[src/common/eeprom_pkg.sv]
`default_nettype none

package eeprom_pkg;

    // 24C16 organisation, 8 blocks of 256 bytes
    localparam int ADDR_W = 11;
    localparam int DATA_W = 8;
    localparam int BLOCK_W = 3;

    // fixed upper nibble of the control byte
    localparam logic [3:0] DEVICE_CODE = 4'b1010;

    // last bit of the control byte
    localparam logic RW_WRITE = 1'b0;
    localparam logic RW_READ = 1'b1;

    typedef logic [ADDR_W-1:0] eeprom_addr_t;
    typedef logic [DATA_W-1:0] eeprom_data_t;

    // upper address bits, sent inside the control byte
    typedef logic [BLOCK_W-1:0] eeprom_block_t;

    typedef struct packed {
        logic         write;    // 0 = random read
        eeprom_addr_t addr;
        eeprom_data_t data;     // write data only
    } eeprom_req_t;

    typedef struct packed {
        eeprom_data_t data;     // 0 unless a read completed
        logic         nack;
    } eeprom_rsp_t;

endpackage

`default_nettype wire

[src/common/serial_pkg.sv]
`default_nettype none

package serial_pkg;

    // bit timing, in CLK cycles
    localparam int PHASES_PER_BIT = 4;
    localparam int BITS_PER_BYTE_ACK = 9;

    localparam int PHASE_W = $clog2(PHASES_PER_BIT);
    localparam int BIT_W = $clog2(BITS_PER_BYTE_ACK);

    typedef logic [PHASE_W-1:0] phase_t;
    typedef logic [BIT_W-1:0] bit_idx_t;
    typedef logic [7:0] ser_byte_t;

    localparam phase_t PHASE_SET = phase_t'(0);      // scl low, sda updated
    localparam phase_t PHASE_RISE = phase_t'(1);
    localparam phase_t PHASE_SAMPLE = phase_t'(2);
    localparam phase_t PHASE_FALL = phase_t'(PHASES_PER_BIT - 1);
    localparam bit_idx_t LAST_BIT = bit_idx_t'(BITS_PER_BYTE_ACK - 1);  // ack slot

    typedef enum logic [2:0] {
        STEP_START,
        STEP_STOP,
        STEP_SEND,
        STEP_RECV
    } bus_step_e;

    typedef struct packed {
        bus_step_e step;
        ser_byte_t tx_byte;
        logic      ack_out;     // recv only, driven in the ack slot
    } step_cmd_t;

    typedef struct packed {
        ser_byte_t rx_byte;
        logic      ack_in;      // 0 = slave acknowledged
    } step_res_t;

endpackage

`default_nettype wire

[src/serial/serial_phy.sv]
`timescale 1ns/1ps
`default_nettype none

module serial_phy (
    input  wire                   CLK,
    input  wire                   RESET,
    input  wire                   step_valid,
    input  wire serial_pkg::step_cmd_t step_cmd,
    output logic                  step_done,
    output serial_pkg::step_res_t step_res,
    output logic                  scl,
    output logic                  sda_out,
    output logic                  sda_oe,
    input  wire                   sda_in
);

    typedef enum logic [1:0] {
        IDLE,
        START,
        STOP,
        BITS
    } phy_state_e;

    phy_state_e state;
    serial_pkg::phase_t phase;
    serial_pkg::bit_idx_t bit_cnt;
    serial_pkg::ser_byte_t tx_shift;
    serial_pkg::ser_byte_t rx_shift;
    logic recv;
    logic ack_out_q;
    logic ack_in_q;

    // bus levels held between steps
    logic scl_hold;
    logic sda_out_hold;
    logic sda_oe_hold;

    logic [2:0] edge_idx;   // position inside start/stop
    logic last_phase;
    logic step_end;

    assign edge_idx = {bit_cnt[0], phase};
    assign last_phase = (phase == serial_pkg::PHASE_FALL);

    always_comb
    begin
        step_end = 1'b0;
        case (state)
            START, STOP: step_end = (edge_idx == 3'd7);
            BITS:        step_end = last_phase && (bit_cnt == serial_pkg::LAST_BIT);
            default:     step_end = 1'b0;
        endcase
    end

    assign step_done = step_end;
    assign step_res = {rx_shift, ack_in_q};

    always_comb
    begin
        scl = scl_hold;
        sda_out = sda_out_hold;
        sda_oe = sda_oe_hold;
        case (state)
            START:
            begin
                // sda falls in the middle of the scl high time
                scl = (edge_idx >= 3'd2) && (edge_idx <= 3'd6);
                sda_oe = (edge_idx >= 3'd5);
                sda_out = !sda_oe;
            end
            STOP:
            begin
                scl = (edge_idx >= 3'd2);
                sda_oe = (edge_idx < 3'd5);     // release with scl high
                sda_out = !sda_oe;
            end
            BITS:
            begin
                scl = (phase == serial_pkg::PHASE_RISE) || (phase == serial_pkg::PHASE_SAMPLE);
                if (bit_cnt == serial_pkg::LAST_BIT)
                begin
                    sda_oe = recv;          // master acks only on receive
                    sda_out = recv ? ack_out_q : 1'b1;
                end
                else
                begin
                    sda_oe = !recv;
                    sda_out = recv ? 1'b1 : tx_shift[7];   // msb first
                end
            end
            default: ;
        endcase
    end

    always_ff @(posedge CLK)
    begin
        if (RESET)
        begin
            state <= IDLE;
            phase <= serial_pkg::PHASE_SET;
            bit_cnt <= '0;
            scl_hold <= 1'b1;       // bus idle
            sda_out_hold <= 1'b1;
            sda_oe_hold <= 1'b0;
        end
        else
        begin
            scl_hold <= scl;
            sda_out_hold <= sda_out;
            sda_oe_hold <= sda_oe;
            if (state == IDLE)
            begin
                phase <= serial_pkg::PHASE_SET;
                bit_cnt <= '0;
                if (step_valid)
                begin
                    case (step_cmd.step)
                        serial_pkg::STEP_START: state <= START;
                        serial_pkg::STEP_STOP:  state <= STOP;
                        serial_pkg::STEP_SEND,
                        serial_pkg::STEP_RECV:  state <= BITS;
                        default:                state <= IDLE;
                    endcase
                end
            end
            else
            begin
                phase <= phase + 1'b1;
                if (last_phase)
                    bit_cnt <= bit_cnt + 1'b1;
                if (step_end)
                    state <= IDLE;
            end
        end
    end

    // step capture and byte shifting
    always_ff @(posedge CLK)
    begin
        if (state == IDLE && step_valid)
        begin
            tx_shift <= step_cmd.tx_byte;
            recv <= (step_cmd.step == serial_pkg::STEP_RECV);
            ack_out_q <= step_cmd.ack_out;
        end
        else if (state == BITS)
        begin
            if (phase == serial_pkg::PHASE_SAMPLE)
            begin
                if (bit_cnt == serial_pkg::LAST_BIT)
                    ack_in_q <= sda_in;
                else
                    rx_shift <= {rx_shift[6:0], sda_in};
            end
            if (last_phase)
                tx_shift <= {tx_shift[6:0], 1'b0};   // next bit to msb
        end
    end

endmodule

`default_nettype wire

[src/verilog/access_sequencer.sv]
`timescale 1ns/1ps
`default_nettype none

module access_sequencer (
    input  wire                     CLK,
    input  wire                     RESET,
    input  wire                     req_valid,
    input  wire eeprom_pkg::eeprom_req_t req,
    output logic                    busy,
    output logic                    rsp_valid,
    output eeprom_pkg::eeprom_rsp_t rsp,
    output logic                    step_valid,
    output serial_pkg::step_cmd_t   step_cmd,
    input  wire                     step_done,
    input  wire serial_pkg::step_res_t step_res
);

    typedef enum logic [3:0] {
        IDLE,
        START,
        CTRL_WR,
        ADDR,
        DATA_WR,
        RESTART,
        CTRL_RD,
        DATA_RD,
        STOP,
        RESPOND
    } seq_state_e;

    seq_state_e state;
    seq_state_e next_state;
    eeprom_pkg::eeprom_req_t req_q;
    eeprom_pkg::eeprom_block_t block;
    eeprom_pkg::eeprom_data_t rd_data;
    logic nack;
    logic accept;
    logic refused;

    // busy drops in RESPOND so the host can queue the next request
    assign busy = (state != IDLE) && (state != RESPOND);
    assign accept = req_valid && !busy;
    assign rsp_valid = (state == RESPOND);
    assign rsp = {rd_data, nack};

    assign block = req_q.addr[10:8];
    assign refused = (step_cmd.step == serial_pkg::STEP_SEND) && step_res.ack_in;

    always_comb
    begin
        step_cmd.step = serial_pkg::STEP_STOP;
        step_cmd.tx_byte = '0;
        step_cmd.ack_out = 1'b0;
        case (state)
            START, RESTART:
                step_cmd.step = serial_pkg::STEP_START;
            CTRL_WR:
            begin
                step_cmd.step = serial_pkg::STEP_SEND;
                step_cmd.tx_byte = {eeprom_pkg::DEVICE_CODE, block, eeprom_pkg::RW_WRITE};
            end
            ADDR:
            begin
                step_cmd.step = serial_pkg::STEP_SEND;
                step_cmd.tx_byte = req_q.addr[7:0];
            end
            DATA_WR:
            begin
                step_cmd.step = serial_pkg::STEP_SEND;
                step_cmd.tx_byte = req_q.data;
            end
            CTRL_RD:
            begin
                step_cmd.step = serial_pkg::STEP_SEND;
                step_cmd.tx_byte = {eeprom_pkg::DEVICE_CODE, block, eeprom_pkg::RW_READ};
            end
            DATA_RD:
            begin
                step_cmd.step = serial_pkg::STEP_RECV;
                step_cmd.ack_out = 1'b1;    // single byte, end with no-ack
            end
            default: ;
        endcase
    end

    always_comb
    begin
        case (state)
            START:   next_state = CTRL_WR;
            CTRL_WR: next_state = refused ? STOP : ADDR;
            ADDR:
            begin
                if (refused)
                    next_state = STOP;
                else
                    next_state = req_q.write ? DATA_WR : RESTART;
            end
            DATA_WR: next_state = STOP;
            RESTART: next_state = CTRL_RD;
            CTRL_RD: next_state = refused ? STOP : DATA_RD;
            DATA_RD: next_state = STOP;
            STOP:    next_state = RESPOND;
            default: next_state = IDLE;
        endcase
    end

    always_ff @(posedge CLK)
    begin
        if (RESET)
        begin
            state <= IDLE;
            step_valid <= 1'b0;
            nack <= 1'b0;
            rd_data <= '0;
        end
        else
        begin
            step_valid <= 1'b0;
            if (state == IDLE || state == RESPOND)
            begin
                state <= IDLE;
                if (accept)
                begin
                    state <= START;
                    step_valid <= 1'b1;
                    nack <= 1'b0;
                    rd_data <= '0;
                end
            end
            else if (step_done)
            begin
                state <= next_state;
                step_valid <= (next_state != RESPOND);
                if (refused)
                    nack <= 1'b1;
                if (state == DATA_RD)
                    rd_data <= step_res.rx_byte;
            end
        end
    end

    always_ff @(posedge CLK)
    begin
        if (accept)
            req_q <= req;
    end

endmodule

`default_nettype wire

[src/verilog/eeprom_access.sv]
`timescale 1ns/1ps
`default_nettype none

module eeprom_access (
    input  wire                     CLK,
    input  wire                     RESET,
    input  wire                     req_valid,
    input  wire eeprom_pkg::eeprom_req_t req,
    output logic                    busy,
    output logic                    rsp_valid,
    output eeprom_pkg::eeprom_rsp_t rsp,
    output logic                    scl,
    output logic                    sda_out,
    output logic                    sda_oe,
    input  wire                     sda_in
);

    logic step_valid;
    logic step_done;
    serial_pkg::step_cmd_t step_cmd;
    serial_pkg::step_res_t step_res;

    access_sequencer i_seq (
        .CLK        (CLK),
        .RESET      (RESET),
        .req_valid  (req_valid),
        .req        (req),
        .busy       (busy),
        .rsp_valid  (rsp_valid),
        .rsp        (rsp),
        .step_valid (step_valid),
        .step_cmd   (step_cmd),
        .step_done  (step_done),
        .step_res   (step_res)
    );

    // bus engine, sda resolved outside
    serial_phy i_phy (
        .CLK        (CLK),
        .RESET      (RESET),
        .step_valid (step_valid),
        .step_cmd   (step_cmd),
        .step_done  (step_done),
        .step_res   (step_res),
        .scl        (scl),
        .sda_out    (sda_out),
        .sda_oe     (sda_oe),
        .sda_in     (sda_in)
    );

endmodule

`default_nettype wire
[config.mk]
export PLATFORM = sky130hd
export DESIGN_NAME = eeprom_access
export DESIGN_NICKNAME = d
export VERILOG_FILES = /design/src/common/eeprom_pkg.sv /design/src/common/serial_pkg.sv /design/src/serial/serial_phy.sv /design/src/verilog/access_sequencer.sv /design/src/verilog/eeprom_access.sv
export SDC_FILE = /design/constraint.sdc
export NUM_CORES = 1
export LEC_CHECK = 0
export ABC_CLOCK_PERIOD_IN_PS = 5990
export BUFFER_PORTS_ARGS = -buffer_cell sky130_fd_sc_hd__buf_2
export CAP_MARGIN = 5
export CORE_UTILIZATION = 25
export CTS_CLUSTER_DIAMETER = 80
export DETAILED_ROUTE_END_ITERATION = 16
export GPL_TIMING_DRIVEN = 0
export PLACE_DENSITY_LB_ADDON = 0.2
export SLEW_MARGIN = 40
export SYNTH_ARGS = -nofsm -noshare
export SYNTH_HDL_FRONTEND = slang
export SYNTH_SLANG_ARGS = --single-unit
[constraint.sdc]
create_clock -name CLK -period 5.99 [get_ports CLK]
set_clock_uncertainty 0.2 [all_clocks]
set_input_delay 0.599 -clock CLK [delete_from_list [all_inputs] [get_ports CLK]]
set_output_delay 0.599 -clock CLK [all_outputs]
set_load 0.02 [all_outputs]
==> Word-level counts from Yosys, hierarchy flattened <==
Index checks and enable logic that the tools add are counted.
{ "word_totals": {"regBits": 64, "elab_cells": 121, "out_inout_bits": 14, "inputBits": 24} }
{ "classes": {"n_reduce_logical": 34, "add_sub_neg": 2, "n_bitwise": 2, "eq_ne": 24, "n_mux": 37, "n_lt_le_gt_ge": 4} }
{ "op_table": {"columns": ["op", "count"], "rows": [
  ["2-to-1 mux 8 bit", 7],
  ["case mux 8 bit (4 select lines)", 1],
  ["case mux 4 bit (7 select lines)", 1],
  ["2-to-1 mux 4 bit", 5],
  ["equality test 4 x 3 -> 1 bit (second input constant)", 4],
  ["2-to-1 mux 1 bit", 14],
  ["equality test 2 bit (second input constant)", 6],
  ["equality test 4 bit (second input constant)", 3],
  ["case mux 2 bit (3 select lines)", 2],
  ["nonzero test 2 bit", 6],
  ["OR reduction 2 bit", 5],
  ["case mux 1 bit (3 select lines)", 3],
  ["equality test 4 x 2 -> 1 bit (second input constant)", 2],
  ["inequality test 4 bit (second input constant)", 2],
  ["AND reduction 4 bit", 2],
  ["equality test 2 x 1 -> 1 bit (second input constant)", 3],
  ["logical AND 1 bit", 6],
  ["2-to-1 mux 2 bit", 3],
  ["AND reduction 3 bit", 2],
  ["adder 4 x 1 -> 4 bit (second input constant)", 1],
  ["equality test 4 x 1 -> 1 bit (second input constant)", 1],
  ["logical NOT 1 bit", 4],
  ["logical NOT 4 bit", 1],
  ["AND reduction 2 bit", 2],
  ["other kinds (15)", 17]
]} }

==> Depth between registers and ports, before layout <==
{ "depth": {"word_depth": 10, "depth_mapped": 8, "mapped_depth_nobuf": 6} }

==> Modules after synthesis <==
From an unflattened synthesis, not the netlist that was laid out.
{ "unflattened": {"cells_unflattened": 279, "area_unflattened_um2": 3135.5} }
{ "by_module_without_submodules": {"columns": ["module", "cells_each", "instances", "area_per_inst_um2", "seq_area_each_um2"], "rows": [
  ["access_sequencer", 152, 1, 1645.3, 880.8],
  ["serial_phy", 127, 1, 1490.2, 790.8]
]} }

==> Worst setup path before layout <==
Ideal clock, no wire load.
{ "synth_path": {"path_kind": "reg2out", "from": "register i_phy.bit_cnt[0]", "to": "output sda_oe", "n_path_buf": 1, "stages_incl_launch_ff": 8, "required_time_ns": 5.191, "arrival_time_ns": 1.471, "slack_ns": 3.720, "path_cell_list": "dfxtp_1 -> buf_4 -> inv_1 -> ha_1 -> and3b_1 -> xnor2_1 -> a211oi_1 -> a21oi_1"} }
{ "synth_between": {"elab_chain_len": 3, "elab_cells_between_ends": 5, "cone_classes": "order compare (2); eq/ne (1); mux (2)"} }
{ "synth_lines": {"columns": ["item", "line", "source"], "rows": [
  ["from (decl)", "serial_phy.sv:26", "serial_pkg::bit_idx_t bit_cnt;"],
  ["from (signal assigned)", "serial_phy.sv:130", "bit_cnt <= bit_cnt + 1'b1;"],
  ["equality test 4 bit", "serial_phy.sv:80", "if (bit_cnt == serial_pkg::LAST_BIT)"],
  ["2-to-1 mux 1 bit", "serial_phy.sv:80", null],
  ["case mux 1 bit (3 select lines) *", "serial_phy.sv:63", "case (state)"],
  ["to (decl)", "eeprom_access.sv:14", "output logic sda_oe,"]
]} }
Mark *: on every way between the ends. The rest lies on a longest branch, timed or not.

==> Worst setup path after layout <==
Ends and elaborated chain as after synthesis.

==> summary.md <==
| Metric | Value |
|---|---|
| Largest net degree at the start of global routing | `21` |
| Synthesized area per cell | `about 11 µm²` |
| Post-synthesis sequential area ratio | `about three fifths` |
| Hold/Removal Path Class | `primary input to flip-flop` |
| Synth Flop Type | `edfxtp_1` |
| Headroom to the max-slew limit | `53.1%` |
| Period Utilization, post-route | `47.9%` |
| Yosys Warn Count | `0` |
| Clk buf depth | `2` |
| Dpl ws | `between 3 and 4 ns` |
| Via count | `between 1500 and 2000` |
| Slowest CP cell | `dfxtp_1` |
| Worst hold start | `req[9]` |
| CTS tree | `done` |
| Simple-Gate Fraction of Synth Area | `16.2%` |
| Crit path launch type | `flip-flop` |
| Post-synthesis compound-gate area fraction | `between 10% and 20%` |
| Cts hold-fix bufs | `0` |
| Pwr/cell area | `278 mW/mm²` |
| Leakage | `about 0.0012 µW` |
| RSZ-0062 raised after global routing | `false` |
| Post-synth EDFFs | `38` |
| F_max | `348 MHz` |
| Total gr overflow | `0` |
| Postcts setup bufs | `0` |
| Die area | `about 0.012 mm²` |
| Sink Count | `63` |
| DRC viols | `0` |
| # nets final | `roughly 330` |
| Initial core utilization | `roughly a quarter` |
| Worst-path clk slew | `about 0.080 ns` |
| Yosys reg bits | `63` |
| Initial antenna violation count | `0` |
| Largest family of logic cells by synthesized area | `simple AND/OR/NAND/NOR gates` |
| Outcome | `completed` |
| Final WL | `around 6000 µm` |
| # resized after CTS | `0` |
| CP arrival | `2.07 ns` |
| Pins Over Slew Limit | `0` |
| Non-filler cells, final | `439` |
| Most frequent cells in the layout | `buf_2 (42), edfxtp_1 (38), nand2_1 (25), dfxtp_1 (25), nor2_1 (16)` |
| Drt wl/cell | `around 14 µm` |
| Clock Latency Late Sink | `around 0.34 ns` |
| Crit path largest cell delay | `approximately 0.34 ns` |
| Port bufs | `37` |
| Drt first pass iters | `6` |
| Worst setup margin | `between 3 and 4 ns` |
| Share of layout cells above drive strength 1 | `~24%` |
| Mapped Area | `approximately 0.0028 mm²` |
| # rows | `38` |
| DR iter-0 viols | `between 70 and 80` |
| Endpoints failing hold | `0` |
| Synth Area in Adders | `4.40%` |
| CP Capture Type | `output port` |
| Max VDD drop | `~0.094 mV` |
| Mux contribution to synthesized area | `less than 1%` |
| TNS Setup | `0 ns` |
| H-tree depth | `3` |
| Post-Synthesis Cells | `roughly 250` |
| Chip Height | `approximately 110 µm` |
| HPWL after DPL | `4220 µm` |
| Core ar. | `0.0108 mm²` |
| Vias in the first global route | `1960` |
| Post-Synth XOR/XNOR Area | `about 1.6%` |
| Asr flop ratio synth | `0%` |
| CP Class | `flip-flop to output port` |
| Distinct cells, synth | `48` |
| Crit path cell chain | `buf_4 > inv_1 > ha_1 > and3b_1 > xnor2_1 > a211oi_1 > a21oi_1 > buf_2` |
| Final critical-path required period | `roughly 2.9 ns` |
| Syn Nets | `between 200 and 300` |
| FF-to-FF Start | `i_phy.state[0]$_SDFFE_PP0P_` |
| Worst path required time | `5.19 ns` |
| Worst Path Max Fanout | `8` |
| Die width | `108 µm` |
| Syn-to-layout area delta | `20.2%` |
| ANT cells | `0` |
| Via density | `roughly 4.5` |
| Clk root buf | `clkbuf_8` |
| Ports | `38` |
| Num CTS Buffers | `9` |
| Max Cap Viol | `0` |
| Placer Congestion | `approximately 0.74` |
| Total GRT Usage | `between 10% and 20%` |
| CP startpoint | `i_phy.bit_cnt[0]$_SDFFE_PP0P_` |
| First-pass GRT wire length | `just under 10000 µm` |
| Dpl cells | `approximately 420` |
| Final setup violation count | `0` |
| Post-DRT Antenna Nets | `0` |
| Slew @ Worst Pin | `0.700 ns` |
| Most common cell after layout, fill and taps aside | `buf_2` |
==> per-layer routing <==
metal  GRT usage, %  vias to the layer above  part of all wire [%]
met4           4.11                        0                   1.3
li1               -                      988                     -
met1           13.8                      916                    48
met2           19.0                       50                    46
met3           3.81                        7                   4.2
met5              0                        -                     0
==> kinds of logic after synthesis <==
group	Yosys count
DFF	63
muxes	2
buffers and inverters	26
xor gates and xnor gates	5
and+or+nand+nor	83
AOI/OAI and AO/OA	57
adders and majority gates	10
==> area by class of cell <==
| class | count | area, µm² |
|---|---|---|
| fill | 1140 | 7490 |
| sequential | 63 | 1640 |
| multi-input combinational | 157 | 1030 |
| timing repair buffer | 37 | 185 |
| tap | 140 | 175 |
| clock buffer | 9 | 124 |
| clock inverter | 7 | 72.6 |
| buffer | 14 | 71.3 |
| inverter | 12 | 45.0 |
==> report_power, final <==
group	switching (µW)	leakage [µW]	internal [µW]	total, µW
combinational	45.3	0.000574	26.4	71.8
sequential	7.49	0.000560	481	488
clock	177	0.0000855	192	369
total	230	0.00122	699	929
==> path summary, 6_finish.rpt <==
kind                                                      end  slack [ns]  cells past startpoint
worst min-delay path                 i_seq.req_q[9]$_DFFE_PP_        0.22                      1
worst max register to register    i_phy.tx_shift[5]$_DFFE_PP_        3.74                      6
worst max-delay path                                   sda_oe        3.12                      8
worst min register to register  i_seq.rd_data[3]$_SDFFE_PP0P_        0.25                      2
==> critical path: cells and delay by family (launching register included) <==
family	cells	cell delay [ns]
buffers and inverters	3	0.38
AOI/OAI and AO/OA	2	0.40
xor gates and xnor gates	1	0.15
DFF	1	0.34
adders and majority gates	1	0.21
and+or+nand+nor	1	0.25
==> flip-flops by register name (all words and copies together) (netlist names) <==
register / flops
i_seq.req_q: 17
i_phy.rx_shift: 8
i_phy.tx_shift: 8
i_seq.rd_data: 8
i_phy.bit_cnt: 4
i_seq.state: 4
i_seq.block: 3
i_phy.phase: 2
i_phy.state: 2
i_phy.ack_in_q: 1
i_phy.ack_out_q: 1
i_phy.scl_hold: 1
i_phy.sda_oe_hold: 1
i_phy.sda_out_hold: 1
i_seq.nack: 1
i_seq.step_valid: 1
==> per-stage QoR <==
step / cell area (µm²) / total power [µW] / utilization (%) / hold slack, ns
after CTS: 3350 / 948 / 30.9 / 0.204
final: 3350 / 929 / 30.9 / 0.225
after global routing: 3350 / 975 / 30.9 / 0.197
after detailed placement: 3150 / 571 / 29.1 / 0.238
after global placement: 3150 / 570 / 29.0 / 0.237
after floorplan: 2790 / 543 / - / 0.227
==> synth_stat cells (2+ instances only) <==
cell type / number / area [µm²]
edfxtp_1: 38 / 1140
dfxtp_1: 25 / 500
nand2_1: 25 / 93.8
nor2_1: 16 / 60.1
o21ai_0: 14 / 70.1
a21oi_1: 12 / 60.1
inv_1: 12 / 45.0
a22o_1: 9 / 78.8
ha_1: 9 / 113
nand4b_1: 8 / 70.1
nor3_1: 6 / 30.0
buf_2: 5 / 25.0
clkbuf_1: 5 / 18.8
nand2b_1: 4 / 25.0
a22oi_1: 3 / 22.5
a31oi_1: 3 / 18.8
buf_4: 3 / 22.5
nand3b_1: 3 / 22.5
o31ai_1: 3 / 22.5
or2_2: 3 / 18.8
xnor2_1: 3 / 26.3
a211oi_1: 2 / 15.0
and2b_1: 2 / 15.0
and3_1: 2 / 12.5
mux2i_1: 2 / 20.0
nand3_1: 2 / 10.0
nor2_2: 2 / 12.5
nor2b_1: 2 / 12.5
o21a_1: 2 / 15.0
or3_1: 2 / 12.5
xor2_1: 2 / 17.5
Power figures use the tool's default switching activity.
